<file path="src/common/core_pkg.sv">
package core_pkg;

	parameter int XLEN = 64;

	typedef logic [XLEN-1:0] u64;
	typedef logic [31:0] u32;
	typedef logic [4:0] u5;

	// base opcodes, funct3 is checked in decode
	parameter logic [6:0] OP_LUI = 7'b0110111;
	parameter logic [6:0] OP_IMM = 7'b0010011;
	parameter logic [6:0] OP_REG = 7'b0110011;
	parameter logic [6:0] OP_LOAD = 7'b0000011;
	parameter logic [6:0] OP_STORE = 7'b0100011;
	parameter logic [6:0] OP_BRANCH = 7'b1100011;
	parameter logic [6:0] OP_JAL = 7'b1101111;

	// addi x0, x0, 0
	parameter u32 NOP_INSTR = 32'h0000_0013;

	typedef enum logic [2:0] {
		ALU_ADD,
		ALU_SUB,
		ALU_AND,
		ALU_OR,
		ALU_XOR,
		ALU_PASSB
	} alu_op_t;

	typedef enum logic [1:0] {
		FWD_RF,
		FWD_EX,
		FWD_MEM,
		FWD_WB
	} fwd_sel_t;

	typedef struct packed {
		logic [6:0] funct7;
		u5 rs2;
		u5 rs1;
		logic [2:0] funct3;
		u5 rd;
		logic [6:0] opcode;
	} r_fmt_t;

	typedef struct packed {
		logic [11:0] imm;
		u5 rs1;
		logic [2:0] funct3;
		u5 rd;
		logic [6:0] opcode;
	} i_fmt_t;

	typedef struct packed {
		logic [6:0] imm_hi;
		u5 rs2;
		u5 rs1;
		logic [2:0] funct3;
		logic [4:0] imm_lo;
		logic [6:0] opcode;
	} s_fmt_t;

	typedef struct packed {
		logic imm12;
		logic [5:0] imm10_5;
		u5 rs2;
		u5 rs1;
		logic [2:0] funct3;
		logic [3:0] imm4_1;
		logic imm11;
		logic [6:0] opcode;
	} b_fmt_t;

	typedef struct packed {
		logic [19:0] imm;
		u5 rd;
		logic [6:0] opcode;
	} u_fmt_t;

	typedef struct packed {
		logic imm20;
		logic [9:0] imm10_1;
		logic imm11;
		logic [7:0] imm19_12;
		u5 rd;
		logic [6:0] opcode;
	} j_fmt_t;

	typedef union packed {
		r_fmt_t r_fmt;
		i_fmt_t i_fmt;
		s_fmt_t s_fmt;
		b_fmt_t b_fmt;
		u_fmt_t u_fmt;
		j_fmt_t j_fmt;
	} instr_t;

endpackage
</file>
<file path="src/design/hazard.sv">
`timescale 1ns/100ps

module hazard (
	input core_pkg::u5 rs1,
	input core_pkg::u5 rs2,
	input core_pkg::u5 e_rd,
	input logic e_wen,
	input logic e_load,
	input core_pkg::u5 m_rd,
	input logic m_wen,
	input core_pkg::u5 wb_addr,
	input logic wb_en,
	input logic instr_ok,
	input logic dreq_valid,
	input logic dresp_data_ok,
	input logic redirect,
	output core_pkg::fwd_sel_t fwd_a,
	output core_pkg::fwd_sel_t fwd_b,
	output logic stall_f,
	output logic stall_d,
	output logic stall_e,
	output logic stall_m,
	output logic flush_d,
	output logic flush_e,
	output logic flush_m
);
	import core_pkg::*;

	logic mem_wait;
	logic load_use;
	logic br_wait;
	logic br_go;

	// youngest writer wins
	function automatic fwd_sel_t source(u5 rs, u5 ex_rd, logic ex_ok, u5 mem_rd,
		logic mem_ok, u5 last_rd, logic last_ok);
		if (rs == 5'd0)
			return FWD_RF;
		if (ex_ok && ex_rd == rs)
			return FWD_EX;
		if (mem_ok && mem_rd == rs)
			return FWD_MEM;
		if (last_ok && last_rd == rs)
			return FWD_WB;
		return FWD_RF;
	endfunction

	assign fwd_a = source(rs1, e_rd, e_wen && !e_load, m_rd, m_wen, wb_addr, wb_en);
	assign fwd_b = source(rs2, e_rd, e_wen && !e_load, m_rd, m_wen, wb_addr, wb_en);

	assign mem_wait = dreq_valid && !dresp_data_ok;
	assign load_use = e_load && e_wen && (e_rd == rs1 || e_rd == rs2);

	// fetch address may only change once the pending word has arrived
	assign br_wait = redirect && !instr_ok;
	assign br_go = redirect && instr_ok && !mem_wait;

	// stall_x holds stage x, flush_x empties the register feeding stage x
	assign stall_m = mem_wait;
	assign stall_e = mem_wait;
	assign stall_d = mem_wait || br_wait;
	assign stall_f = mem_wait || br_wait || load_use;
	assign flush_m = !mem_wait && br_wait;
	assign flush_e = !mem_wait && (load_use || br_go);
	assign flush_d = br_go;

	// loads and taken branches never sit in execute together
	always_comb begin
		no_flush_on_hold: assert final (!(flush_d && stall_f) && !(flush_e && stall_d)
			&& !(flush_m && stall_e));
	end

endmodule

</file>
<file path="config.mk">
export PLATFORM = sky130hd
export DESIGN_NAME = hazard
export DESIGN_NICKNAME = d
export VERILOG_FILES = /design/src/common/core_pkg.sv /design/src/design/hazard.sv
export SDC_FILE = /design/constraint.sdc
export NUM_CORES = 1
export LEC_CHECK = 0
export BUFFER_PORTS_ARGS = -buffer_cell sky130_fd_sc_hd__buf_2
export CAP_MARGIN = 20
export CORE_AREA = 2 2 39 41
export DETAILED_ROUTE_END_ITERATION = 10
export DIE_AREA = 0 0 41 43
export PLACE_DENSITY = 0.94
export SETUP_SLACK_MARGIN = 0.02
export SLEW_MARGIN = 5
export SYNTH_ARGS = -nofsm -noshare
export SYNTH_HDL_FRONTEND = slang
export SYNTH_SLANG_ARGS = --single-unit
</file>
<file path="constraint.sdc">
create_clock -name vclk -period 2.2
set_input_delay 0.44 -clock vclk [all_inputs]
set_output_delay 0.44 -clock vclk [all_outputs]
set_load 0.005 [all_outputs]
</file>
After elaboration in Yosys (flattened, before gate mapping):

Index checks and enable logic that the tools add are counted.

* logic and storage cells: 67
* output and inout port bits: 11
* bits in registers: 0

* mux-type cells: 36
* reductions and logical operators: 25
* eq/ne operators: 6

Operators by type and width (count)
* two-way mux 2 bit: 16
* == test 5 bit: 6
* two-way mux 1 bit: 20
* logical AND 1 bit: 15
* zero test 5 bit: 2
* zero test 1 bit: 4
* logical OR 1 bit: 4

Logic depth before layout (Yosys ltp):

* word-level depth: 14
* mapped depth: 5

Least setup slack after synthesis:

Ideal clock, no wire load.

* path type: input to output
* from: input rs1[1]
* to: output fwd_a[0]
* setup slack: 0.455 ns
* data required time: 1.760 ns
* arrival: 1.305 ns
* stages on the path: 4
* buffers on the path: 0
* cells stage by stage: or4_4 > o211a_1 > o211ai_2 > o21ai_2

* longest elaborated chain between the ends: 10
* elaborated cells on any way between the ends: 24
* classes of those cells: 3 x eq/ne; 17 x mux; 4 x reduce/logical

RTL lines
* from (decl): line hazard.sv:4 `input core_pkg::u5 rs1,`
* == test 5 bit: line hazard.sv:43 `if (last_ok && last_rd == rs)`
* logical AND 1 bit: line hazard.sv:43
* two-way mux 1 bit (2 in a row): line hazard.sv:43
* two-way mux 1 bit: line hazard.sv:41 `if (mem_ok && mem_rd == rs)`
* two-way mux 1 bit: line hazard.sv:39 `if (ex_ok && ex_rd == rs)`
* two-way mux 2 bit: line hazard.sv:45 `return FWD_RF;`
* two-way mux 2 bit: line hazard.sv:43
* two-way mux 2 bit: line hazard.sv:41
* two-way mux 2 bit *: line hazard.sv:39
* to (decl): line hazard.sv:17 `output core_pkg::fwd_sel_t fwd_a,`

Mark *: on every way between the ends. The rest lies on a longest branch, timed or not. The select of a mux whose other input is x is not followed.

Worst setup path in the final report:

* from: input rs2[2]
* to: output fwd_b[0]

* longest elaborated chain between the ends: 10
* elaborated cells on any way between the ends: 24
* classes of those cells: 3 x eq/ne; 17 x mux; 4 x reduce/logical

RTL lines
* from (decl): line hazard.sv:5 `input core_pkg::u5 rs2,`
* == test 5 bit: line hazard.sv:43
* logical AND 1 bit: line hazard.sv:43
* two-way mux 1 bit (2 in a row): line hazard.sv:43
* two-way mux 1 bit: line hazard.sv:41
* two-way mux 1 bit: line hazard.sv:39
* two-way mux 2 bit: line hazard.sv:45
* two-way mux 2 bit: line hazard.sv:43
* two-way mux 2 bit: line hazard.sv:41
* two-way mux 2 bit *: line hazard.sv:39
* to (decl): line hazard.sv:18 `output core_pkg::fwd_sel_t fwd_b,`

Marks and branches as above.

==> out/results.ini <==
[outcome]
outcome = finished, final reports clean

[place]
placed_area_um2 = 786
dp_cells = 132
portBuffers = 44
post-place-ws_ps = 138
gp_congestion = 0.861
dp_hpwl_um = 1450

[synth]
syn-num-nets = 108
syn_area_um2 = 563
yosysWarningCount = 0
synth_area_per_cell_um2 = 7.51
yosys.cell_types.count = 26
yosysSeqAreaShare = 0
synthCells = 75

[routing]
post_drt_wl_per_cell_um = 11.9
vias = 690
first_pass_iters = 4
drcViolationCount = 0
wl_um = 1580
vias_per_cell = 5.23
ant_nets = 0
drt_iter0_drc = 6

[die]
die_h_um = 43
fp.coreArea_um2 = 1380
die_x_um = 41
io_pins = 44
initial_core_util = 0.407
die-area_um2 = 1760
row_count = 14

[timing]
hold_viol = 0
fin_crit_ps = 2060
slew_headroom = 0.744
hold_slack_ps = 1140
worst_pin_slew_ps = 381
maxSlewViolCount = 0
timing.final.ws_setup_ps = 139
rsz0062_at_grt = false
post-route-period-util = 0.937
clock.fmax_ghz = 0.485
setup_viol = 0
setup-tns-final_ps = 0

[global_routing]
antenna_found_initial = 0
track_usage = 0.212
overflow = 0
grt_pass1_vias = 703
grt_max_degree = 6
grt_pass1_wl_um = 2770

[job]
cap_violations = 0

[critical_path]
cp.arrival_ps = 1620
path_cells = buf_2 -> or4_4 -> o211a_1 -> o211ai_2 -> o21ai_2 -> buf_2
crit_fanout = 4
critPathLaunchType = input port
crit_slowest_cell = or4_4
crit_path_end_kind = output pin
crit_top_cell = buf_2
critPathKind = in2out
max_stage_delay_ps = 550
worstPathRequired_ps = 1760

[cts]
cts_hold_buf = 0
post-cts-setup-buffers = 0
cts_resized = 0

[finish]
seq_area_um2 = 0
drive_gt1_frac = 0.466
stdcell_count = 132
final_cell_area_um2 = 786
areaGrowthSynthToFinish_pct = 39.6
nets = 151
clock_buffers = 0
design.seq.count = 0
diodes = 0

[pwr]
power.density_nw_per_um2 = 186
leakage_nw = 0.394
peakVddDrop_uv = 100

[min_path]
min_path_type = in2out
worstHoldPathCells = 3

[path summary, 6_finish.rpt]
check	slack, ps	to	start
max	140	fwd_b[0]	rs2[2]
min	1140	flush_m	instr_ok
[logic make-up (layout without fill, tap and decap cells)]
family | count (synthesis) | in the layout | synth area share
and+or+nand+nor | 26 | 26 | 0.280
xor gates and xnor gates | 30 | 30 | 0.467
AOI/OAI and AO/OA | 14 | 14 | 0.209
buffers and inverters | 5 | 46 | 0.0445
[synth_stat cells, drive strengths merged]
cell type	count	area (um2)
xor2	18	158
xnor2	12	105
nand3	5	25.0
nor2	4	15.0
nand2	3	11.3
nor3	3	15.0
o21ai	3	22.5
clkbuf	2	10.0
inv	2	7.51
nand4	2	12.5
nor4	2	25.0
o211a	2	20.0
o211ai	2	25.0
o21bai	2	15.0
or2	2	12.5
or4	2	22.5
a21boi	1	7.51
a21oi	1	5.00
a22oi	1	7.51
a31o	1	8.76
a31oi	1	6.26
and3	1	6.26
buf	1	7.51
nand2b	1	6.26
nor2b	1	6.26
[area by class of cell]
class              instances  area [um2]
multi-input cells         70         538
inverters                  2        7.51
repair buffers            44         220
well taps                 16        20.0
fillers                  143         598
[where the power goes]
group | switching (mW) | internal (mW) | leakage (nW)
Combinational | 0.0758 | 0.0706 | 0.394
Sequential | 0 | 0 | 0
Clock | 0 | 0 | 0
Total | 0.0758 | 0.0706 | 0.394
[through the flow]
step           power (mW)   util
2_1_floorplan      0.0807      -
3_3_place_gp        0.141  0.568
3_5_place_dp        0.147  0.568
4_1_cts             0.147  0.568
5_1_grt             0.162  0.568
6_report            0.146  0.568
[critical path: cells and delay by family]
kind | cells | cell delay, ps
AND/OR/NAND/NOR | 1 | 550
buffers and inverters | 2 | 250
AO/OA/AOI/OAI | 3 | 370
[placed cells by master, fill, tap and decap left out, drive strengths merged]
master	instances
a21boi	1
a21oi	1
a22oi	1
a31o	1
a31oi	1
and3	1
buf	44
inv	2
nand2	3
nand2b	1
nand3	5
nand4	2
nor2	4
nor2b	1
nor3	3
nor4	2
o211a	2
o211ai	2
o21ai	3
o21bai	2
or2	2
or4	2
xnor2	12
xor2	18
[per-layer routing]
layer / vias up / share of wire / track usage
met5: - / 0 / 0
met3: 2 / 0.062 / 0.00524
met2: 26 / 0.55 / 0.406
met1: 317 / 0.38 / 0.234
li1: 345 / - / -
met4: 0 / 0.011 / 0.0467
Note: power is estimated with default switching activity, not from simulation.
