### src/common/core_pkg.sv
package core_pkg;

	parameter int XLEN = 64;

	typedef logic [XLEN-1:0] u64;
	typedef logic [31:0] u32;
	typedef logic [4:0] u5;

	// base opcodes, funct3 is checked in decode
	parameter logic [6:0] OP_LUI = 7'b0110111;
	parameter logic [6:0] OP_IMM = 7'b0010011;
	parameter logic [6:0] OP_REG = 7'b0110011;
	parameter logic [6:0] OP_LOAD = 7'b0000011;
	parameter logic [6:0] OP_STORE = 7'b0100011;
	parameter logic [6:0] OP_BRANCH = 7'b1100011;
	parameter logic [6:0] OP_JAL = 7'b1101111;

	// addi x0, x0, 0
	parameter u32 NOP_INSTR = 32'h0000_0013;

	typedef enum logic [2:0] {
		ALU_ADD,
		ALU_SUB,
		ALU_AND,
		ALU_OR,
		ALU_XOR,
		ALU_PASSB
	} alu_op_t;

	typedef enum logic [1:0] {
		FWD_RF,
		FWD_EX,
		FWD_MEM,
		FWD_WB
	} fwd_sel_t;

	typedef struct packed {
		logic [6:0] funct7;
		u5 rs2;
		u5 rs1;
		logic [2:0] funct3;
		u5 rd;
		logic [6:0] opcode;
	} r_fmt_t;

	typedef struct packed {
		logic [11:0] imm;
		u5 rs1;
		logic [2:0] funct3;
		u5 rd;
		logic [6:0] opcode;
	} i_fmt_t;

	typedef struct packed {
		logic [6:0] imm_hi;
		u5 rs2;
		u5 rs1;
		logic [2:0] funct3;
		logic [4:0] imm_lo;
		logic [6:0] opcode;
	} s_fmt_t;

	typedef struct packed {
		logic imm12;
		logic [5:0] imm10_5;
		u5 rs2;
		u5 rs1;
		logic [2:0] funct3;
		logic [3:0] imm4_1;
		logic imm11;
		logic [6:0] opcode;
	} b_fmt_t;

	typedef struct packed {
		logic [19:0] imm;
		u5 rd;
		logic [6:0] opcode;
	} u_fmt_t;

	typedef struct packed {
		logic imm20;
		logic [9:0] imm10_1;
		logic imm11;
		logic [7:0] imm19_12;
		u5 rd;
		logic [6:0] opcode;
	} j_fmt_t;

	typedef union packed {
		r_fmt_t r_fmt;
		i_fmt_t i_fmt;
		s_fmt_t s_fmt;
		b_fmt_t b_fmt;
		u_fmt_t u_fmt;
		j_fmt_t j_fmt;
	} instr_t;

endpackage
### src/pipeline/decode.sv
`timescale 1ns/100ps

module decode (
	input logic clk,
	input logic reset,
	input logic stall,
	input logic flush,
	input logic d_valid,
	input core_pkg::u64 d_pc,
	input core_pkg::u32 d_instr,
	input core_pkg::u64 rs1_data,
	input core_pkg::u64 rs2_data,
	input core_pkg::fwd_sel_t fwd_a,
	input core_pkg::fwd_sel_t fwd_b,
	input core_pkg::u64 ex_result,
	input core_pkg::u64 mem_result,
	input core_pkg::u64 wb_data,
	output core_pkg::u5 rs1,
	output core_pkg::u5 rs2,
	output logic e_valid,
	output core_pkg::u64 e_pc,
	output core_pkg::alu_op_t e_op,
	output core_pkg::u64 e_a,
	output core_pkg::u64 e_b,
	output core_pkg::u64 e_imm,
	output core_pkg::u64 e_store_data,
	output core_pkg::u5 e_rd,
	output logic e_load,
	output logic e_store,
	output logic e_branch,
	output logic e_branch_ne,
	output logic e_jal,
	output logic e_use_imm,
	output logic e_wen
);
	import core_pkg::*;

	instr_t ins;
	logic [2:0] funct3;
	logic known;
	logic uses_rs1;
	logic uses_rs2;
	logic writes_rd;
	logic is_load;
	logic is_store;
	logic is_branch;
	logic is_jal;
	logic use_imm;
	logic live;
	alu_op_t op;
	u64 imm;
	u64 a_val;
	u64 b_val;

	function automatic u64 pick(fwd_sel_t sel, u64 rf, u64 ex, u64 mem, u64 wb);
		case (sel)
			FWD_EX: return ex;
			FWD_MEM: return mem;
			FWD_WB: return wb;
			default: return rf;
		endcase
	endfunction

	// an empty slot decodes as the canonical nop, so its register fields read x0
	assign ins = d_valid ? d_instr : NOP_INSTR;
	assign funct3 = ins.r_fmt.funct3;

	always_comb begin
		known = 1'b0;
		uses_rs1 = 1'b0;
		uses_rs2 = 1'b0;
		writes_rd = 1'b0;
		is_load = 1'b0;
		is_store = 1'b0;
		is_branch = 1'b0;
		is_jal = 1'b0;
		use_imm = 1'b0;
		op = ALU_ADD;
		imm = '0;
		case (ins.r_fmt.opcode)
			OP_LUI: begin
				known = 1'b1;
				writes_rd = 1'b1;
				use_imm = 1'b1;
				op = ALU_PASSB;
				imm = {{32{ins.u_fmt.imm[19]}}, ins.u_fmt.imm, 12'h000};
			end
			OP_IMM: begin
				known = funct3 == 3'b000;
				uses_rs1 = 1'b1;
				writes_rd = 1'b1;
				use_imm = 1'b1;
				imm = {{52{ins.i_fmt.imm[11]}}, ins.i_fmt.imm};
			end
			OP_REG: begin
				known = 1'b1;
				uses_rs1 = 1'b1;
				uses_rs2 = 1'b1;
				writes_rd = 1'b1;
				case (funct3)
					3'b000: op = ins.r_fmt.funct7[5] ? ALU_SUB : ALU_ADD;
					3'b100: op = ALU_XOR;
					3'b110: op = ALU_OR;
					3'b111: op = ALU_AND;
					default: known = 1'b0;
				endcase
			end
			OP_LOAD: begin
				known = funct3 == 3'b011;
				uses_rs1 = 1'b1;
				writes_rd = 1'b1;
				is_load = 1'b1;
				use_imm = 1'b1;
				imm = {{52{ins.i_fmt.imm[11]}}, ins.i_fmt.imm};
			end
			OP_STORE: begin
				known = funct3 == 3'b011;
				uses_rs1 = 1'b1;
				uses_rs2 = 1'b1;
				is_store = 1'b1;
				use_imm = 1'b1;
				imm = {{52{ins.s_fmt.imm_hi[6]}}, ins.s_fmt.imm_hi, ins.s_fmt.imm_lo};
			end
			OP_BRANCH: begin
				// beq and bne only
				known = funct3[2:1] == 2'b00;
				uses_rs1 = 1'b1;
				uses_rs2 = 1'b1;
				is_branch = 1'b1;
				imm = {{51{ins.b_fmt.imm12}}, ins.b_fmt.imm12, ins.b_fmt.imm11,
					ins.b_fmt.imm10_5, ins.b_fmt.imm4_1, 1'b0};
			end
			OP_JAL: begin
				known = 1'b1;
				writes_rd = 1'b1;
				is_jal = 1'b1;
				imm = {{43{ins.j_fmt.imm20}}, ins.j_fmt.imm20, ins.j_fmt.imm19_12,
					ins.j_fmt.imm11, ins.j_fmt.imm10_1, 1'b0};
			end
			default: begin
			end
		endcase
	end

	// unused source fields read as x0 so they never match a hazard
	assign rs1 = (known && uses_rs1) ? ins.r_fmt.rs1 : 5'd0;
	assign rs2 = (known && uses_rs2) ? ins.r_fmt.rs2 : 5'd0;

	assign a_val = pick(fwd_a, rs1_data, ex_result, mem_result, wb_data);
	assign b_val = pick(fwd_b, rs2_data, ex_result, mem_result, wb_data);

	assign live = d_valid && known && !flush;

	always_ff @(posedge clk) begin
		if (reset) begin
			e_valid <= 1'b0;
			e_load <= 1'b0;
			e_store <= 1'b0;
			e_branch <= 1'b0;
			e_branch_ne <= 1'b0;
			e_jal <= 1'b0;
			e_wen <= 1'b0;
		end else if (!stall) begin
			e_valid <= live;
			e_load <= live && is_load;
			e_store <= live && is_store;
			e_branch <= live && is_branch;
			e_branch_ne <= live && is_branch && funct3[0];
			e_jal <= live && is_jal;
			e_wen <= live && writes_rd && (ins.r_fmt.rd != 5'd0);
		end
	end

	always_ff @(posedge clk) begin
		if (!stall) begin
			e_pc <= d_pc;
			e_op <= op;
			e_a <= a_val;
			e_b <= b_val;
			e_imm <= imm;
			e_store_data <= b_val;
			e_rd <= ins.r_fmt.rd;
			e_use_imm <= use_imm;
		end
	end

endmodule

### config.mk
export PLATFORM = sky130hd
export DESIGN_NAME = decode
export DESIGN_NICKNAME = d
export VERILOG_FILES = /design/src/common/core_pkg.sv /design/src/pipeline/decode.sv
export SDC_FILE = /design/constraint.sdc
export NUM_CORES = 1
export LEC_CHECK = 0
export BUFFER_PORTS_ARGS = -buffer_cell sky130_fd_sc_hd__buf_4
export CAP_MARGIN = 20
export CORE_AREA = 4 4 300 302
export CTS_CLUSTER_DIAMETER = 60
export DETAILED_ROUTE_END_ITERATION = 12
export DIE_AREA = 0 0 304 306
export GPL_TIMING_DRIVEN = 0
export PLACE_DENSITY = 0.44
export SYNTH_ARGS = -nofsm -noshare
export SYNTH_HDL_FRONTEND = slang
export SYNTH_SLANG_ARGS = --single-unit
### constraint.sdc
create_clock -name clk -period 5.4 [get_ports clk]
set_clock_uncertainty 0.05 [all_clocks]
set_input_delay 0.27 -clock clk [delete_from_list [all_inputs] [get_ports clk]]
set_output_delay 0.27 -clock clk [all_outputs]
set_load 0.02 [all_outputs]
# Word-level counts from Yosys, hierarchy flattened
# Index checks and enable logic that the tools add are counted.
[totals]
in_bits = 425
mem_bits_rw = 0
ff_bits = 272
latch_bits = 0
romBits = 0
word_cells = 73
out_inout_bits = 346
n_memories = 0
[classes]
n_mux = 19
addsub = 0
n_reduce_logical = 23
shifts = 0
multipliers = 0
div = 0
magnitude_cmp = 0
n_bitwise = 0
n_eq_ne = 17
[op_table]
columns = ["op", "count"]
rows = [
  ["one-hot mux 64 bit (3 select lines)", 2],
  ["one-hot mux 64 bit (5 select lines)", 1],
  ["two-way mux 32 bit", 1],
  ["== test 7 x 6 -> 1 bit (second input constant)", 3],
  ["== test 7 bit (second input constant)", 2],
  ["one-hot mux 3 bit (4 select lines)", 1],
  ["logical AND 1 bit", 11],
  ["two-way mux 1 bit", 10],
  ["two-way mux 5 bit", 2],
  ["OR reduction 5 bit", 2],
  ["== test 3 bit (second input constant)", 3],
  ["== test 2 bit (second input constant)", 4],
  ["OR reduction 4 bit", 2],
  ["== test 7 x 2 -> 1 bit (second input constant)", 1],
  ["== test 7 x 5 -> 1 bit (second input constant)", 1],
  ["one-hot mux 3 bit (2 select lines)", 1],
  ["OR reduction 2 bit", 3],
  ["one-hot mux 1 bit (5 select lines)", 1],
  ["nonzero test 5 bit", 1],
  ["== test 2 x 1 -> 1 bit (second input constant)", 2],
  ["== test 3 x 2 -> 1 bit (second input constant)", 1],
  ["logical NOT 3 bit", 1],
  ["OR reduction 3 bit", 1],
  ["logical NOT 2 bit", 1],
  ["logical NOT 1 bit", 1],
]

# Longest topological paths before layout
[logic_depth]
depth_word = 9
mapped_depth = 7
ltp_nobuf = 5

# Least setup slack after synthesis
# Ideal clock, no wire load.
[synth_timing]
path_type = "input -> register"
startpoint = "input stall"
endpoint = "register e_branch"
cell_stages = 4
required_ps = 5222
slack_ps = -544
setup_time_ps = 128
n_path_buf = 0
arrival_time_ps = 5766
cell_sequence = "inv_1 > nor2_1 > nand2_1 > o21ai_0"
[synth_rtl]
columns = ["item", "line_no", "rtl"]
rows = [
  ["from (decl)", "decode.sv:6", "input logic stall,"],
  ["to (signal assigned)", "decode.sv:167", "e_branch <= live && is_branch;"],
  ["to (decl)", "decode.sv:30", "output logic e_branch,"],
]

# Final worst setup path
[layout_timing]
startpoint = "input d_instr[3]"
endpoint = "output rs2[0]"
[layout_between]
elab_chain_len = 6
word_cells_on_any_way = 15
classes_between = "7 x eq/ne; 4 x mux; 4 x reduce/logical"
[layout_lines]
columns = ["item", "line_no", "rtl"]
rows = [
  ["from (decl)", "decode.sv:10", "input core_pkg::u32 d_instr,"],
  ["two-way mux 32 bit *", "decode.sv:65", "assign ins = d_valid ? d_instr : NOP_INSTR;"],
  ["== test 7 bit, or another cell as far along", "decode.sv:80", "case (ins.r_fmt.opcode)"],
  ["OR reduction 2 bit (no source line) or OR reduction 3 bit (tied branches)", "--", ""],
  ["one-hot mux 1 bit (5 select lines) or two-way mux 1 bit (tied branches)", "decode.sv:80", ""],
  ["logical AND 1 bit *", "decode.sv:147", "assign rs2 = (known && uses_rs2) ? ins.r_fmt.rs2 : 5'd0;"],
  ["two-way mux 5 bit *", "decode.sv:147", ""],
  ["to (decl)", "decode.sv:19", "output core_pkg::u5 rs2,"],
]
# Every way passes the cells marked *; elsewhere a longest branch is shown, timed or not.

==> results.cfg <==
[global_route]
met3_usage_pct = 5.05
grt_use_met2_pct = 21.2
grt_use_met1_pct = 15.0
antenna_found_initial = 18
grt_pass1_wl_um = 84800
track_usage_pct = 12.6
grt-ovfl-total = 0
grt_start_max_net_pins = 43
busiest_layer = met2
grt_pass1_vias = 11189

[clock_network]
clock_path_buffers = 3
cts.clk_slew.worst_paths_ps = 50
htreeDepth = 2
clkLatencyLatePin_ps = 540
cts_buffers = 37
cts_tree = yes
clock-sinks = 240
ctsRootBufferMaster = clkbuf_16

[critical_path]
required_ps = 5080
worstSetupStartpointType = input port
path_max_fanout = 10
cp-end-kind = output port
cp_data_arrival_time_ps = 2020
critPathKind = in -> out

[yosys]
syn_inst = 658
avgSynthCellArea_um2 = 17.9
synth.distinct_cells = 46
syn_area_um2 = 11800
yosysWarnings = 0
synth_edf_count = 233
synth_ff_type = edfxtp_1
ys_ff_latch = 240
synth_nets = 1083
async_flop_share_pct = 0
seq_area_frac_synth_pct = 60.5

[pwr]
ir_drop_uv = 156
cellPowerDensity_nw_per_um2 = 292
power.leakage_nw = 8.68

[floorplan]
initial_core_util_pct = 13.5
die_y_um = 306
die-area_um2 = 93000
boundaryPins = 771
core_um2 = 87700
die_w_um = 304
rows = 109

[detailed_routing]
routed_wl_um = 61400
firstDrtPassIters = 5
detailroute.via_count = 10171
drcViolationCount = 0
via_per_inst = 3.70
drt_iter0_drc = 581
routedWlPerCell_um = 22.4
drtAntennaViolNets = 0

[sta]
max_slew.worst_pin.slew_ps = 972
finalCritPeriodShare_pct = 43.4
fin_setup_tns_ps = 0
finalHoldViolations = 0
fin_crit_ps = 2340
fmax_mhz = 427
slew_headroom_pct = 35.2
worst_slack_ps = 3060
rsz0062_at_grt = no
maxSlewViolCount = 0
finalSetupViolations = 0

[finish]
layout_common_cells = buf_4, edfxtp_1, mux4_2
area_growth_syn_to_layout_pct = 79.5
fillers = 9244
multi_input_area_um2 = 3710
seqCellArea_um2 = 7140
finalNetCount = 1972
post_route_cells_drive_above_1_share_pct = 69.4
final_common_cell = buf_4

[status]
outcome = complete, no violations

[placement]
routabilityCongestion = 0.865
place_hpwl_um = 51100
dp_slack_ps = 2890
io_buffers = 766

[min_path]
hold_path.class = in -> reg

[flow_run]
cap_viol_max_count = 0
power by group:
part | internal (W) | leakage, nW | total [W] | switching, W
registers | 0.00224 | 2.33 | 0.00233 | 0.0000848
clock network | 0.00147 | 0.595 | 0.00242 | 0.000949
logic | 0.000755 | 5.76 | 0.00144 | 0.000682
total | 0.00446 | 8.68 | 0.00618 | 0.00172
routing by layer:
layer | part of all wire [%] | routed length, um
met1 | 39 | 23900
met2 | 48 | 29800
met3 | 10 | 6180
met4 | 2.5 | 1560
met5 | 0.044 | 27
cells in the mapped netlist, types with 6 or more instances:
cell type | instances | area, um2
buf_2 | 18 | 90.1
buf_4 | 97 | 728
clkbuf_1 | 17 | 63.8
dfxtp_1 | 7 | 140
edfxtp_1 | 233 | 7000
inv_1 | 12 | 45.0
mux4_2 | 128 | 2880
nand2_1 | 28 | 105
nand3_1 | 6 | 30.0
nor2_1 | 16 | 60.1
nor2_2 | 6 | 37.5
nor2b_1 | 8 | 50.1
o21ai_0 | 25 | 125
final cells by class:
| class | instances | area share, % |
|---|---|---|
| sequential | 240 | 33.7 |
| tap | 1165 | 6.88 |
| timing repair buffer | 850 | 31.6 |
| multi-input combinational | 271 | 17.5 |
| buffer | 135 | 4.29 |
| inverter | 12 | 0.230 |
| clock inverter | 26 | 1.31 |
| antenna | 5 | 0.0591 |
| clock buffer | 42 | 4.46 |
critical path, cell delays in order:
cell and delay (ps):
buf_4 140, nor3b_1 280, nand3b_1 220, o31ai_1 280
nor2_1 100, buf_6 160, nor3_1 350, buf_4 230
sequential cells by signal (all words and copies together) (netlist names):
register,cells
e_use_imm,1
e_op,3
e_jal,1
e_store,1
e_imm,32
e_valid,1
e_wen,1
e_rd,5
e_store_data,64
e_a,64
e_pc,64
e_branch_ne,1
e_branch,1
e_load,1
cells by family (layout without fill, tap and decap cells):
logic type	Yosys count	count (layout)	share of synthesized area (%)
buffers and inverters	147	1065	8.08
flip-flops	240	240	60.5
multiplexers	128	128	24.4
AO/OA/AOI/OAI	53	53	3.02
AND/OR/NAND/NOR	90	90	4.02
other	0	5	0
metrics by stage:
step                hold WS (ps)  utilization [%]  total power (W)  instance area, um2  cells
global placement             399             21.7          0.00377               19000   2589
floorplan                    292                -          0.00300               11800    658
detailed placement           399             21.9          0.00377               19200   2599
CTS                        0.288             24.1          0.00632               21200   2741
global route                19.4             24.1          0.00646               21200   2743
finish                      54.6             24.2          0.00618               21200   2746
final timing paths:
check | from | endpoint | slack (ps) | cells after the start
max | d_instr[3] | rs2[0] | 3060 | 8
min | d_instr[28] | e_imm[8]$_DFFE_PN_ | 50 | 3
max reg2reg | e_jal$_SDFFE_PP0N_ | e_jal$_SDFFE_PP0N_ | 4200 | 3
min reg2reg | e_branch_ne$_SDFFE_PP0N_ | e_branch_ne$_SDFFE_PP0N_ | 420 | 2
timing repair:
item,CTS,global route
endpoints found under the hold margin,74,0
resized for setup,0,0
hold buffers,74,0
buffers inserted,0,0
Power figures use the tool's default switching activity.
