## src/common/core_pkg.sv

```systemverilog
package core_pkg;

	parameter int XLEN = 64;

	typedef logic [XLEN-1:0] u64;
	typedef logic [31:0] u32;
	typedef logic [4:0] u5;

	// base opcodes, funct3 is checked in decode
	parameter logic [6:0] OP_LUI = 7'b0110111;
	parameter logic [6:0] OP_IMM = 7'b0010011;
	parameter logic [6:0] OP_REG = 7'b0110011;
	parameter logic [6:0] OP_LOAD = 7'b0000011;
	parameter logic [6:0] OP_STORE = 7'b0100011;
	parameter logic [6:0] OP_BRANCH = 7'b1100011;
	parameter logic [6:0] OP_JAL = 7'b1101111;

	// addi x0, x0, 0
	parameter u32 NOP_INSTR = 32'h0000_0013;

	typedef enum logic [2:0] {
		ALU_ADD,
		ALU_SUB,
		ALU_AND,
		ALU_OR,
		ALU_XOR,
		ALU_PASSB
	} alu_op_t;

	typedef enum logic [1:0] {
		FWD_RF,
		FWD_EX,
		FWD_MEM,
		FWD_WB
	} fwd_sel_t;

	typedef struct packed {
		logic [6:0] funct7;
		u5 rs2;
		u5 rs1;
		logic [2:0] funct3;
		u5 rd;
		logic [6:0] opcode;
	} r_fmt_t;

	typedef struct packed {
		logic [11:0] imm;
		u5 rs1;
		logic [2:0] funct3;
		u5 rd;
		logic [6:0] opcode;
	} i_fmt_t;

	typedef struct packed {
		logic [6:0] imm_hi;
		u5 rs2;
		u5 rs1;
		logic [2:0] funct3;
		logic [4:0] imm_lo;
		logic [6:0] opcode;
	} s_fmt_t;

	typedef struct packed {
		logic imm12;
		logic [5:0] imm10_5;
		u5 rs2;
		u5 rs1;
		logic [2:0] funct3;
		logic [3:0] imm4_1;
		logic imm11;
		logic [6:0] opcode;
	} b_fmt_t;

	typedef struct packed {
		logic [19:0] imm;
		u5 rd;
		logic [6:0] opcode;
	} u_fmt_t;

	typedef struct packed {
		logic imm20;
		logic [9:0] imm10_1;
		logic imm11;
		logic [7:0] imm19_12;
		u5 rd;
		logic [6:0] opcode;
	} j_fmt_t;

	typedef union packed {
		r_fmt_t r_fmt;
		i_fmt_t i_fmt;
		s_fmt_t s_fmt;
		b_fmt_t b_fmt;
		u_fmt_t u_fmt;
		j_fmt_t j_fmt;
	} instr_t;

endpackage
```

## src/pipeline/memory.sv

```systemverilog
`timescale 1ns/100ps

module memory (
	input logic clk,
	input logic reset,
	input logic stall,
	input logic m_valid,
	input core_pkg::u64 m_result,
	input core_pkg::u64 m_store_data,
	input core_pkg::u5 m_rd,
	input logic m_load,
	input logic m_store,
	input logic m_wen,
	input logic dresp_data_ok,
	input core_pkg::u64 dresp_data,
	output logic dreq_valid,
	output core_pkg::u64 dreq_addr,
	output logic dreq_write,
	output core_pkg::u64 dreq_data,
	output logic [7:0] dreq_strobe,
	output core_pkg::u64 mem_result,
	output logic wb_en,
	output core_pkg::u5 wb_addr,
	output core_pkg::u64 wb_data
);

	// request is driven straight from the execute register, held there while waiting
	assign dreq_valid = m_valid && (m_load || m_store);
	assign dreq_addr = m_result;
	assign dreq_write = m_store;
	assign dreq_data = m_store_data;
	assign dreq_strobe = m_store ? 8'hff : 8'h00;

	assign mem_result = m_load ? dresp_data : m_result;

	// a waiting access sends a bubble on to writeback
	always_ff @(posedge clk) begin
		if (reset)
			wb_en <= 1'b0;
		else
			wb_en <= !stall && m_valid && m_wen;
	end

	always_ff @(posedge clk) begin
		wb_addr <= m_rd;
		wb_data <= mem_result;
	end

	req_stable: assert property (@(posedge clk) disable iff (reset)
		dreq_valid && !dresp_data_ok |=> dreq_valid && $stable(dreq_addr)
			&& $stable(dreq_write) && $stable(dreq_data) && $stable(dreq_strobe));

endmodule

```

## config.mk

```make
export PLATFORM = sky130hd
export DESIGN_NAME = memory
export DESIGN_NICKNAME = d
export VERILOG_FILES = /design/src/common/core_pkg.sv /design/src/pipeline/memory.sv
export SDC_FILE = /design/constraint.sdc
export NUM_CORES = 1
export LEC_CHECK = 0
export BUFFER_PORTS_ARGS = -buffer_cell sky130_fd_sc_hd__buf_2
export CAP_MARGIN = 5
export CORE_AREA = 2 2 185 187
export CTS_BUF_LIST = sky130_fd_sc_hd__clkbuf_8
export CTS_CLUSTER_DIAMETER = 30
export DETAILED_ROUTE_END_ITERATION = 8
export DIE_AREA = 0 0 187 189
export GPL_TIMING_DRIVEN = 1
export SLEW_MARGIN = 5
export SYNTH_ARGS = -nofsm -noshare
export SYNTH_HDL_FRONTEND = slang
export SYNTH_SLANG_ARGS = --single-unit
```

## constraint.sdc

```tcl
create_clock -name clk -period 1.15 [get_ports clk]
set_input_delay 0.0575 -clock clk [delete_from_list [all_inputs] [get_ports clk]]
set_output_delay 0.0575 -clock clk [all_outputs]
set_load 0.02 [all_outputs]
```

Yosys cells after proc, flatten, opt, wreduce, memory -nomap -nowiden
Index checks and enable logic that the tools add are counted.
Cells by class
  $add $sub $neg: 0
  multipliers: 0
  div/mod/pow operators: 0
  order comparisons: 0
  eq/ne operators: 0
  shift operators: 0
  mux-type cells: 2
  bitwise gates (word level): 0
  reduce and logical (&&, ||, !) cells: 5
Operators with widths (number)
  64-bit two-way mux: 1
  8-bit two-way mux: 1
  1-bit logical AND: 3
  1-bit zero test: 1
  1-bit logical OR: 1
Storage, ports and cells
  bits in registers: 70
  latch bits: 0
  bits in writable memories: 0
  bits in read-only memories: 0
  output and inout bits: 272
  logic and storage cells: 10
  memories kept: 0

Depth between registers and ports, before layout
Gate-level depths: netlist of run 1.
  depth in word-level cells: 3
  gate-level depth with buffers: 3

Worst setup path after synthesis of run 1
No wires, ideal clock.
  path type: input -> register
  start point: in m_load
  end point: reg wb_data[12]
  arrival: 0.694 ns
  slack: 0.320 ns
  cell stages on the path: 3
  cell sequence: buf_6 buf_6 mux2_4
Between the ends
  cells in the longest elaborated chain, start to end: 1
RTL lines
  from (decl): RTL line memory.sv:11  | input logic m_load,
  64-bit two-way mux: RTL line memory.sv:34  | assign mem_result = m_load ? dresp_data : m_result;
  named net mem_result[12]: RTL line memory.sv:21  | output core_pkg::u64 mem_result,
  to (signal assigned): RTL line memory.sv:46  | wb_data <= mem_result;
  to (decl): RTL line memory.sv:24  | output core_pkg::u64 wb_data
The timed path passes the listed nets, and every way through them passes these cells.
A chain may end at the register's enable or synchronous reset.

Final worst setup path of run 1
  start point: in m_load
  end point: reg wb_data[63]
Between the ends
  cells in the longest elaborated chain, start to end: 1
RTL lines (RTL line)
  64-bit two-way mux: memory.sv:34
No other way between the ends.

==> impl_metrics.csv, run 1 <==
group,metric,value,unit
outcome,status,"finished, violations left",
outcome,violations,"negative setup slack",
route,routed_wl,13700,um
layout,syn2layout_area_growth,64.9,%
worst_setup_path,crit_slowest_cell,"dlygate4sd3_1",
synth,syn_inst,280,
timing,timing.fmax,868,MHz
global_route,grt_pass1_wl,18500,um
synth,synth_top_area_share,40.9,%
worst_setup_path,cp_top_family,"buffers and inverters",
clock_tree,post_cts_buffers,0,
pwr,clock_power_share,32.4,%
timing,tns,-0.00284,ns
global_route,grt-ovfl-total,0,
synth,synth_seq_cells,70,
global_route,first_global_vias,2966,
hold_path,hold_depth,0,
timing,setup_viol,3,
timing,fin_crit_sh,100,%
worst_setup_path,endpoint_kind,"register",
synth,yosys_warnings,0,
run,cap_violations,0,
hold_path,min_from,"m_store_data[18]",
worst_setup_path,crit_path_cell_trace,"buf_4, buf_12, mux2_2, dlygate4sd3_1",
die,initial_core_util,10.3,%
route,first_pass_iters,4,
global_route,grt_use_total,7.37,%
synth,synth_largest_area_cell,"dfxtp_1",
layout,fin_cells,1025,
die,dieArea,35300,um^2
worst_setup_path,cp_max_fo,19,
route,ant_nets,0,
clock_tree,cts_sinks,70,
timing,maxSlewViolCount,0,
worst_setup_path,cp_num_buf_inv,3,
clock_tree,tritoncts,"built",
clock_tree,clkTransAtPathRegs,0.07,ns
die,die-height,189,um
global_route,grt_max_degree,21,
worst_setup_path,path_class,"primary input to register",
layout,antenna_cells,0,
placed_design,port_buffers,347,
clock_tree,cts_buffers,9,
die,std_cell_rows,67,
pwr,switchingPower,2250,uW
die,coreArea,33300,um^2
clock_tree,root_buffer,"clkbuf_8",
worst_setup_path,max_stage_delay,0.57,ns
placed_design,dp_cells,937,
pwr,switching_share,31.4,%
route,wire_per_inst,13.4,um
timing,worstMarginPinSlew,0.310,ns
timing,grt_setup_unrepaired,"false",
clock_tree,cts_buffer_depth,2,
synth,avgSynthCellArea,12.2,um^2
timing,finalCriticalPeriod,1.15,ns
global_route,antenna_found_initial,0,
synth,netlist_area,3420,um^2
synth,yosys-top-cells-area,"dfxtp_1 41%, buf_4 30%, mux2_4 21%, mux2_2 4.9%, buf_6 2.0%",
layout,finalNetCount,778,
die,io_pins,477,
clock_tree,cts_htree_levels,3,
route,vias_per_cell,2.95,
pwr,p_int,4930,uW
worst_setup_path,start_kind,"primary input",
pwr,p_per_area,1270,nW/um^2
hold_path,hp-class,"primary input to output pin",
timing,holdWs,0.115,ns
route,num_vias,3020,
placed_design,place.gp.congestion,0.704,
pwr,fin_total_pwr,7180,uW
timing,worst_slack,-0.00231,ns
synth,synth.distinct_cells,8,
layout,drive_above_1_share,74.9,%
placed_design,hpwlAfterDp,10800,um
timing,finalHoldViolCount,0,
worst_setup_path,cp.arrival,1.41,ns
route,drc,0,
hold_path,holdPathEnd,"dreq_data[18]",
pwr,power.leakage,0.00288,uW
synth,ys_seq_area_share,40.9,%
pwr,p_seq_share,37.1,%
route,drt_iter0_markers,35,
synth,syn_nets,485,
pwr,power_frac_comb,30.6,%
die,die_w,187,um
timing,slew_headroom,79.0,%
pwr,ir_drop,0.000698,V
worst_setup_path,crit_required,1.41,ns
-- synth_stat cells, drive strengths merged --
master	instances
buf	144
dfxtp	70
mux2	64
nor4bb	1
o21a	1
-- flip-flops by register name (all words and copies together) (netlist names) --
| register | flops |
|---|---|
| wb_data | 64 |
| wb_addr | 5 |
| wb_en | 1 |
-- cell usage in the layout, fill, tap and decap left out --
cell,netlist,routed
dlygate4sd3_1,0,73
bufinv_16,0,2
nor4bb_1,1,1
buf_2,1,346
dfxtp_1,70,70
buf_4,137,5
o21a_1,1,1
buf_12,0,2
clkbuf_8,0,11
clkinv_2,0,2
mux2_4,49,49
mux2_2,15,15
-- area by class of cell --
| type | instances | area [um^2] |
|---|---|---|
| fill | 3696 | 27600 |
| tap | 448 | 561 |
| multi-input combinational | 66 | 922 |
| clock inverter | 4 | 70.1 |
| sequential | 70 | 1400 |
| timing repair buffer | 426 | 2540 |
| clock buffer | 11 | 151 |
-- how the worst max path moves through the flow --
stage	start	endpoint	slack [ns]	cells after the start
final	m_load	wb_data[63]	-0.002	4
after global routing	m_load	wb_data[5]	0.001	4
after CTS	m_load	wb_data[55]	0.02	4
after detailed placement	m_load	mem_result[5]	0.07	4
after global placement	m_load	mem_result[5]	0.06	4
after floorplan	m_load	wb_data[12]	0.32	3
-- repair_timing --
| action | CTS | global route |
|---|---|---|
| gates resized for setup | 0 | 0 |
| endpoints found under the hold margin | 70 | 0 |
| endpoints found under the setup margin | 0 | 0 |
| hold buffers | 73 | 0 |
-- layer usage --
layer	vias up	routed length (um)	track usage [%]
met5	-	0	0
met4	0	832	5.83
met3	74	1260	2.80
met2	223	6660	12.4
met1	1363	5000	7.34
li1	1360	-	-
-- stage by stage --
step / utilization [%] / setup WS [ns] / cell area (um^2)
after floorplan: - / 0.320 / 3420
after global placement: 14.1 / 0.0636 / 4690
after detailed placement: 14.1 / 0.0667 / 4690
after CTS: 17.0 / 0.0195 / 5650
after global routing: 17.0 / 0.00116 / 5650
final: 17.0 / -0.00231 / 5650
-- logic make-up after synthesis --
kind of cell,after synthesis,synth area share [%]
and+or+nand+nor,1,0.292
DFF,70,40.9
AOI/OAI and AO/OA,1,0.219
buffers and inverters,144,32.2
muxes,64,26.4
-- power by group through the flow --
stage | sequential (uW) | clock (uW) | combinational (uW)
floorplan | 2960 | 0 | 1320
global placement | 2720 | 0 | 1930
detailed placement | 2720 | 0 | 1930
CTS | 2670 | 2510 | 2210
global route | 2680 | 2560 | 2310
finish | 2660 | 2330 | 2190
Power figures use the tool's default switching activity.
==> run 2, diff against run 1 <==
ABC_AREA = 1   (was default)
ABC_CLOCK_PERIOD_IN_PS = 1150   (was default)
CORE_AREA = 2 2 184 186   (was 2 2 185 187)
DIE_AREA = 0 0 186 188   (was 0 0 187 189)
==> run 2 against run 1 <==
Compared with the run above:
- the flow finishes with violations (negative hold slack, negative setup slack)
- power grew 2.1%
- worst setup slack lost 0.018 ns
- routed wire length grew 30%
- clock power grew 3%
- final area grew 8.4%
- fmax shrank 1.5%
- via count grew 29%
- first-iteration DRC count grew to 3.5 times the previous value
- flip-flop and latch count is the same
- final cell count grew 18%
- non-clock buffer count grew 53
==> impl_metrics.csv, run 2 <==
group,metric,value,unit
outcome,status,"finished, violations left",
outcome,violations,"negative hold slack, negative setup slack",
die,coreArea,33100,um^2
route,ant_nets,0,
die,io_pins,477,
timing,holdWs,-0.0458,ns
timing,maxSlewViolCount,0,
synth,netlist_area,3280,um^2
timing,slew_headroom,77.9,%
hold_path,hp-class,"primary input to register",
route,num_vias,3890,
placed_design,hpwlAfterDp,13500,um
synth,async_reset_ff_share,0,%
synth,synth_seq_cells,70,
layout,finalNetCount,966,
placed_design,place.gp.congestion,0.761,
clock_tree,cts_buffer_depth,2,
clock_tree,cts_sinks,70,
worst_setup_path,start_kind,"primary input",
worst_setup_path,path_class,"primary input to register",
worst_setup_path,cp_max_fo,2,
worst_setup_path,crit_required,1.39,ns
layout,syn2layout_area_growth,86.4,%
synth,ys_seq_area_share,42.7,%
global_route,grt-ovfl-total,0,
pwr,power.leakage,0.00337,uW
layout,antenna_cells,0,
route,drc,0,
worst_setup_path,cp.depth,5,
layout,drive_above_1_share,49.0,%
timing,setup_viol,7,
placed_design,port_buffers,347,
die,die-height,188,um
timing,worst_slack,-0.0198,ns
synth,yosys_warnings,0,
pwr,ir_drop,0.000493,V
clock_tree,cts_buffers,9,
global_route,grt_pass1_wl,22800,um
route,first_pass_iters,4,
layout,layout_common_cells,"341 x buf_2, 182 x nand2_1, 122 x dlygate4sd3_1",
route,wire_per_inst,14.7,um
clock_tree,clkTransAtPathRegs,0.07,ns
worst_setup_path,endpoint_kind,"register",
die,dieArea,35000,um^2
synth,yosysMostFrequentCell,"nand2_1",
global_route,grt_use_total,9.29,%
clock_tree,root_buffer,"clkbuf_8",
run,cap_violations,0,
timing,fin_crit_sh,102,%
layout,final_cell_area,6120,um^2
synth,synthFlopType,"dfxtp_1",
global_route,first_global_vias,3727,
die,die_w,186,um
synth,syn_inst,421,
layout,reg_top3,"wb_data: 64 flops, wb_addr: 5 flops, wb_en: 1 flops",
route,routed_wl,17900,um
global_route,grt_max_degree,66,
synth,syn_nets,626,
hold_path,hold_depth,3,
timing,finalHoldViolCount,1,
worst_setup_path,cp_top_family,"buffers and inverters",
route,vias_per_cell,3.20,
layout,layout_commonest_cell,"buf_2",
pwr,fin_total_pwr,7330,uW
clock_tree,post_cts_buffers,0,
worst_setup_path,crit_path_cell_trace,"dlygate4sd3_1, buf_2, nand2_1, nand2_1, dlygate4sd3_1",
synth,synth_edf_count,0,
hold_path,holdPathEnd,"wb_data[22]",
layout,fin_cells,1214,
clock_tree,tritoncts,"built",
layout,top_register,"wb_data",
synth,synth.distinct_cells,8,
clock_tree,cts_htree_levels,3,
worst_setup_path,cp.arrival,1.41,ns
die,initial_core_util,9.91,%
pwr,p_per_area,1200,nW/um^2
worst_setup_path,crit_slowest_cell,"dlygate4sd3_1",
die,std_cell_rows,67,
worst_setup_path,cp_num_buf_inv,3,
synth,synth_top_cells_by_count,"194 x nand2_1, 138 x buf_4, 70 x dfxtp_1, 7 x buf_2, 5 x buf_6",
placed_design,dpl-instance-area,4510,um^2
global_route,antenna_found_initial,1,
hold_path,min_from,"dresp_data[22]",
synth,synth_top_area_share,42.7,%
synth,yosys-top-cells-area,"dfxtp_1 43%, buf_4 32%, nand2_1 22%, buf_6 1.7%, buf_2 1.1%",
timing,finalCriticalPeriod,1.17,ns
worst_setup_path,max_stage_delay,0.56,ns
layout,largest_reg_flops,64,
synth,synth_largest_area_cell,"dfxtp_1",
synth,avgSynthCellArea,7.80,um^2
route,drt_iter0_markers,122,
timing,timing.fmax,855,MHz
placed_design,dp_cells,1069,
timing,worstMarginPinSlew,0.331,ns
## run 2: cell count changes after synthesis, sizes merged
cell / delta
o21a: -1
mux2: -64
buf: +6
inv: +4
nand2: +194
nor2: +3
nor4bb: -1
## run 2: worst max-delay path by stage
stage | to | slack [ns] | start
after global routing | mem_result[11] | -0.06 | m_result[11]
after floorplan | wb_data[10] | 0.45 | m_load
after global placement | mem_result[7] | 0.08 | m_load
final | wb_data[26] | -0.02 | dresp_data[26]
after detailed placement | mem_result[7] | 0.07 | m_load
after CTS | wb_data[5] | 0.01 | dresp_data[5]
## run 2: layout make-up
| cell class | count | area, um^2 |
|---|---|---|
| multi-input cells | 197 | 769 |
| inverters | 4 | 15.0 |
| flip-flops and latches | 70 | 1400 |
| well taps | 448 | 561 |
| clock buffers | 9 | 124 |
| clock inverters | 7 | 114 |
| fillers | 3648 | 27000 |
| repair buffers | 479 | 3140 |
## run 2: metrics by stage
stage | util [%] | worst slack (ns) | setup TNS (ns)
4_1_cts | 18.4 | 0.00985 | 0
5_1_grt | 18.5 | -0.0605 | -0.125
6_report | 18.5 | -0.0198 | -0.0890
3_5_place_dp | 13.6 | 0.0736 | 0
2_1_floorplan | - | 0.448 | 0
3_3_place_gp | 13.6 | 0.0808 | 0
## run 2: cell families after synthesis
kind of cell           count (synthesis)  synth area share, %
buffers and inverters                154                 34.8
flip-flops                            70                 42.7
AND/OR/NAND/NOR                      197                 22.5
## run 2: timing repair
action	4_1_cts	5_1_grt
endpoints found under the hold margin	69	9
hold buffers	134	8
gates resized for setup	0	25
endpoints found under the setup margin	0	36
## run 2: power by group
| part | total, uW | leakage (uW) | internal [uW] | switching [uW] |
|---|---|---|---|---|
| combinational | 2280 | 0.00267 | 962 | 1310 |
| clock | 2400 | 0.000117 | 1430 | 967 |
| sequential | 2660 | 0.000590 | 2610 | 49.1 |
## run 2: metal layers
metal  up-vias  GRT usage (%)  part of all wire (%)
li1       1803              -                     -
met1      1722           7.35                    30
met2       299           18.4                    54
met3        66           3.85                    11
met4         0           5.48                   4.2
met5         -              0                     0
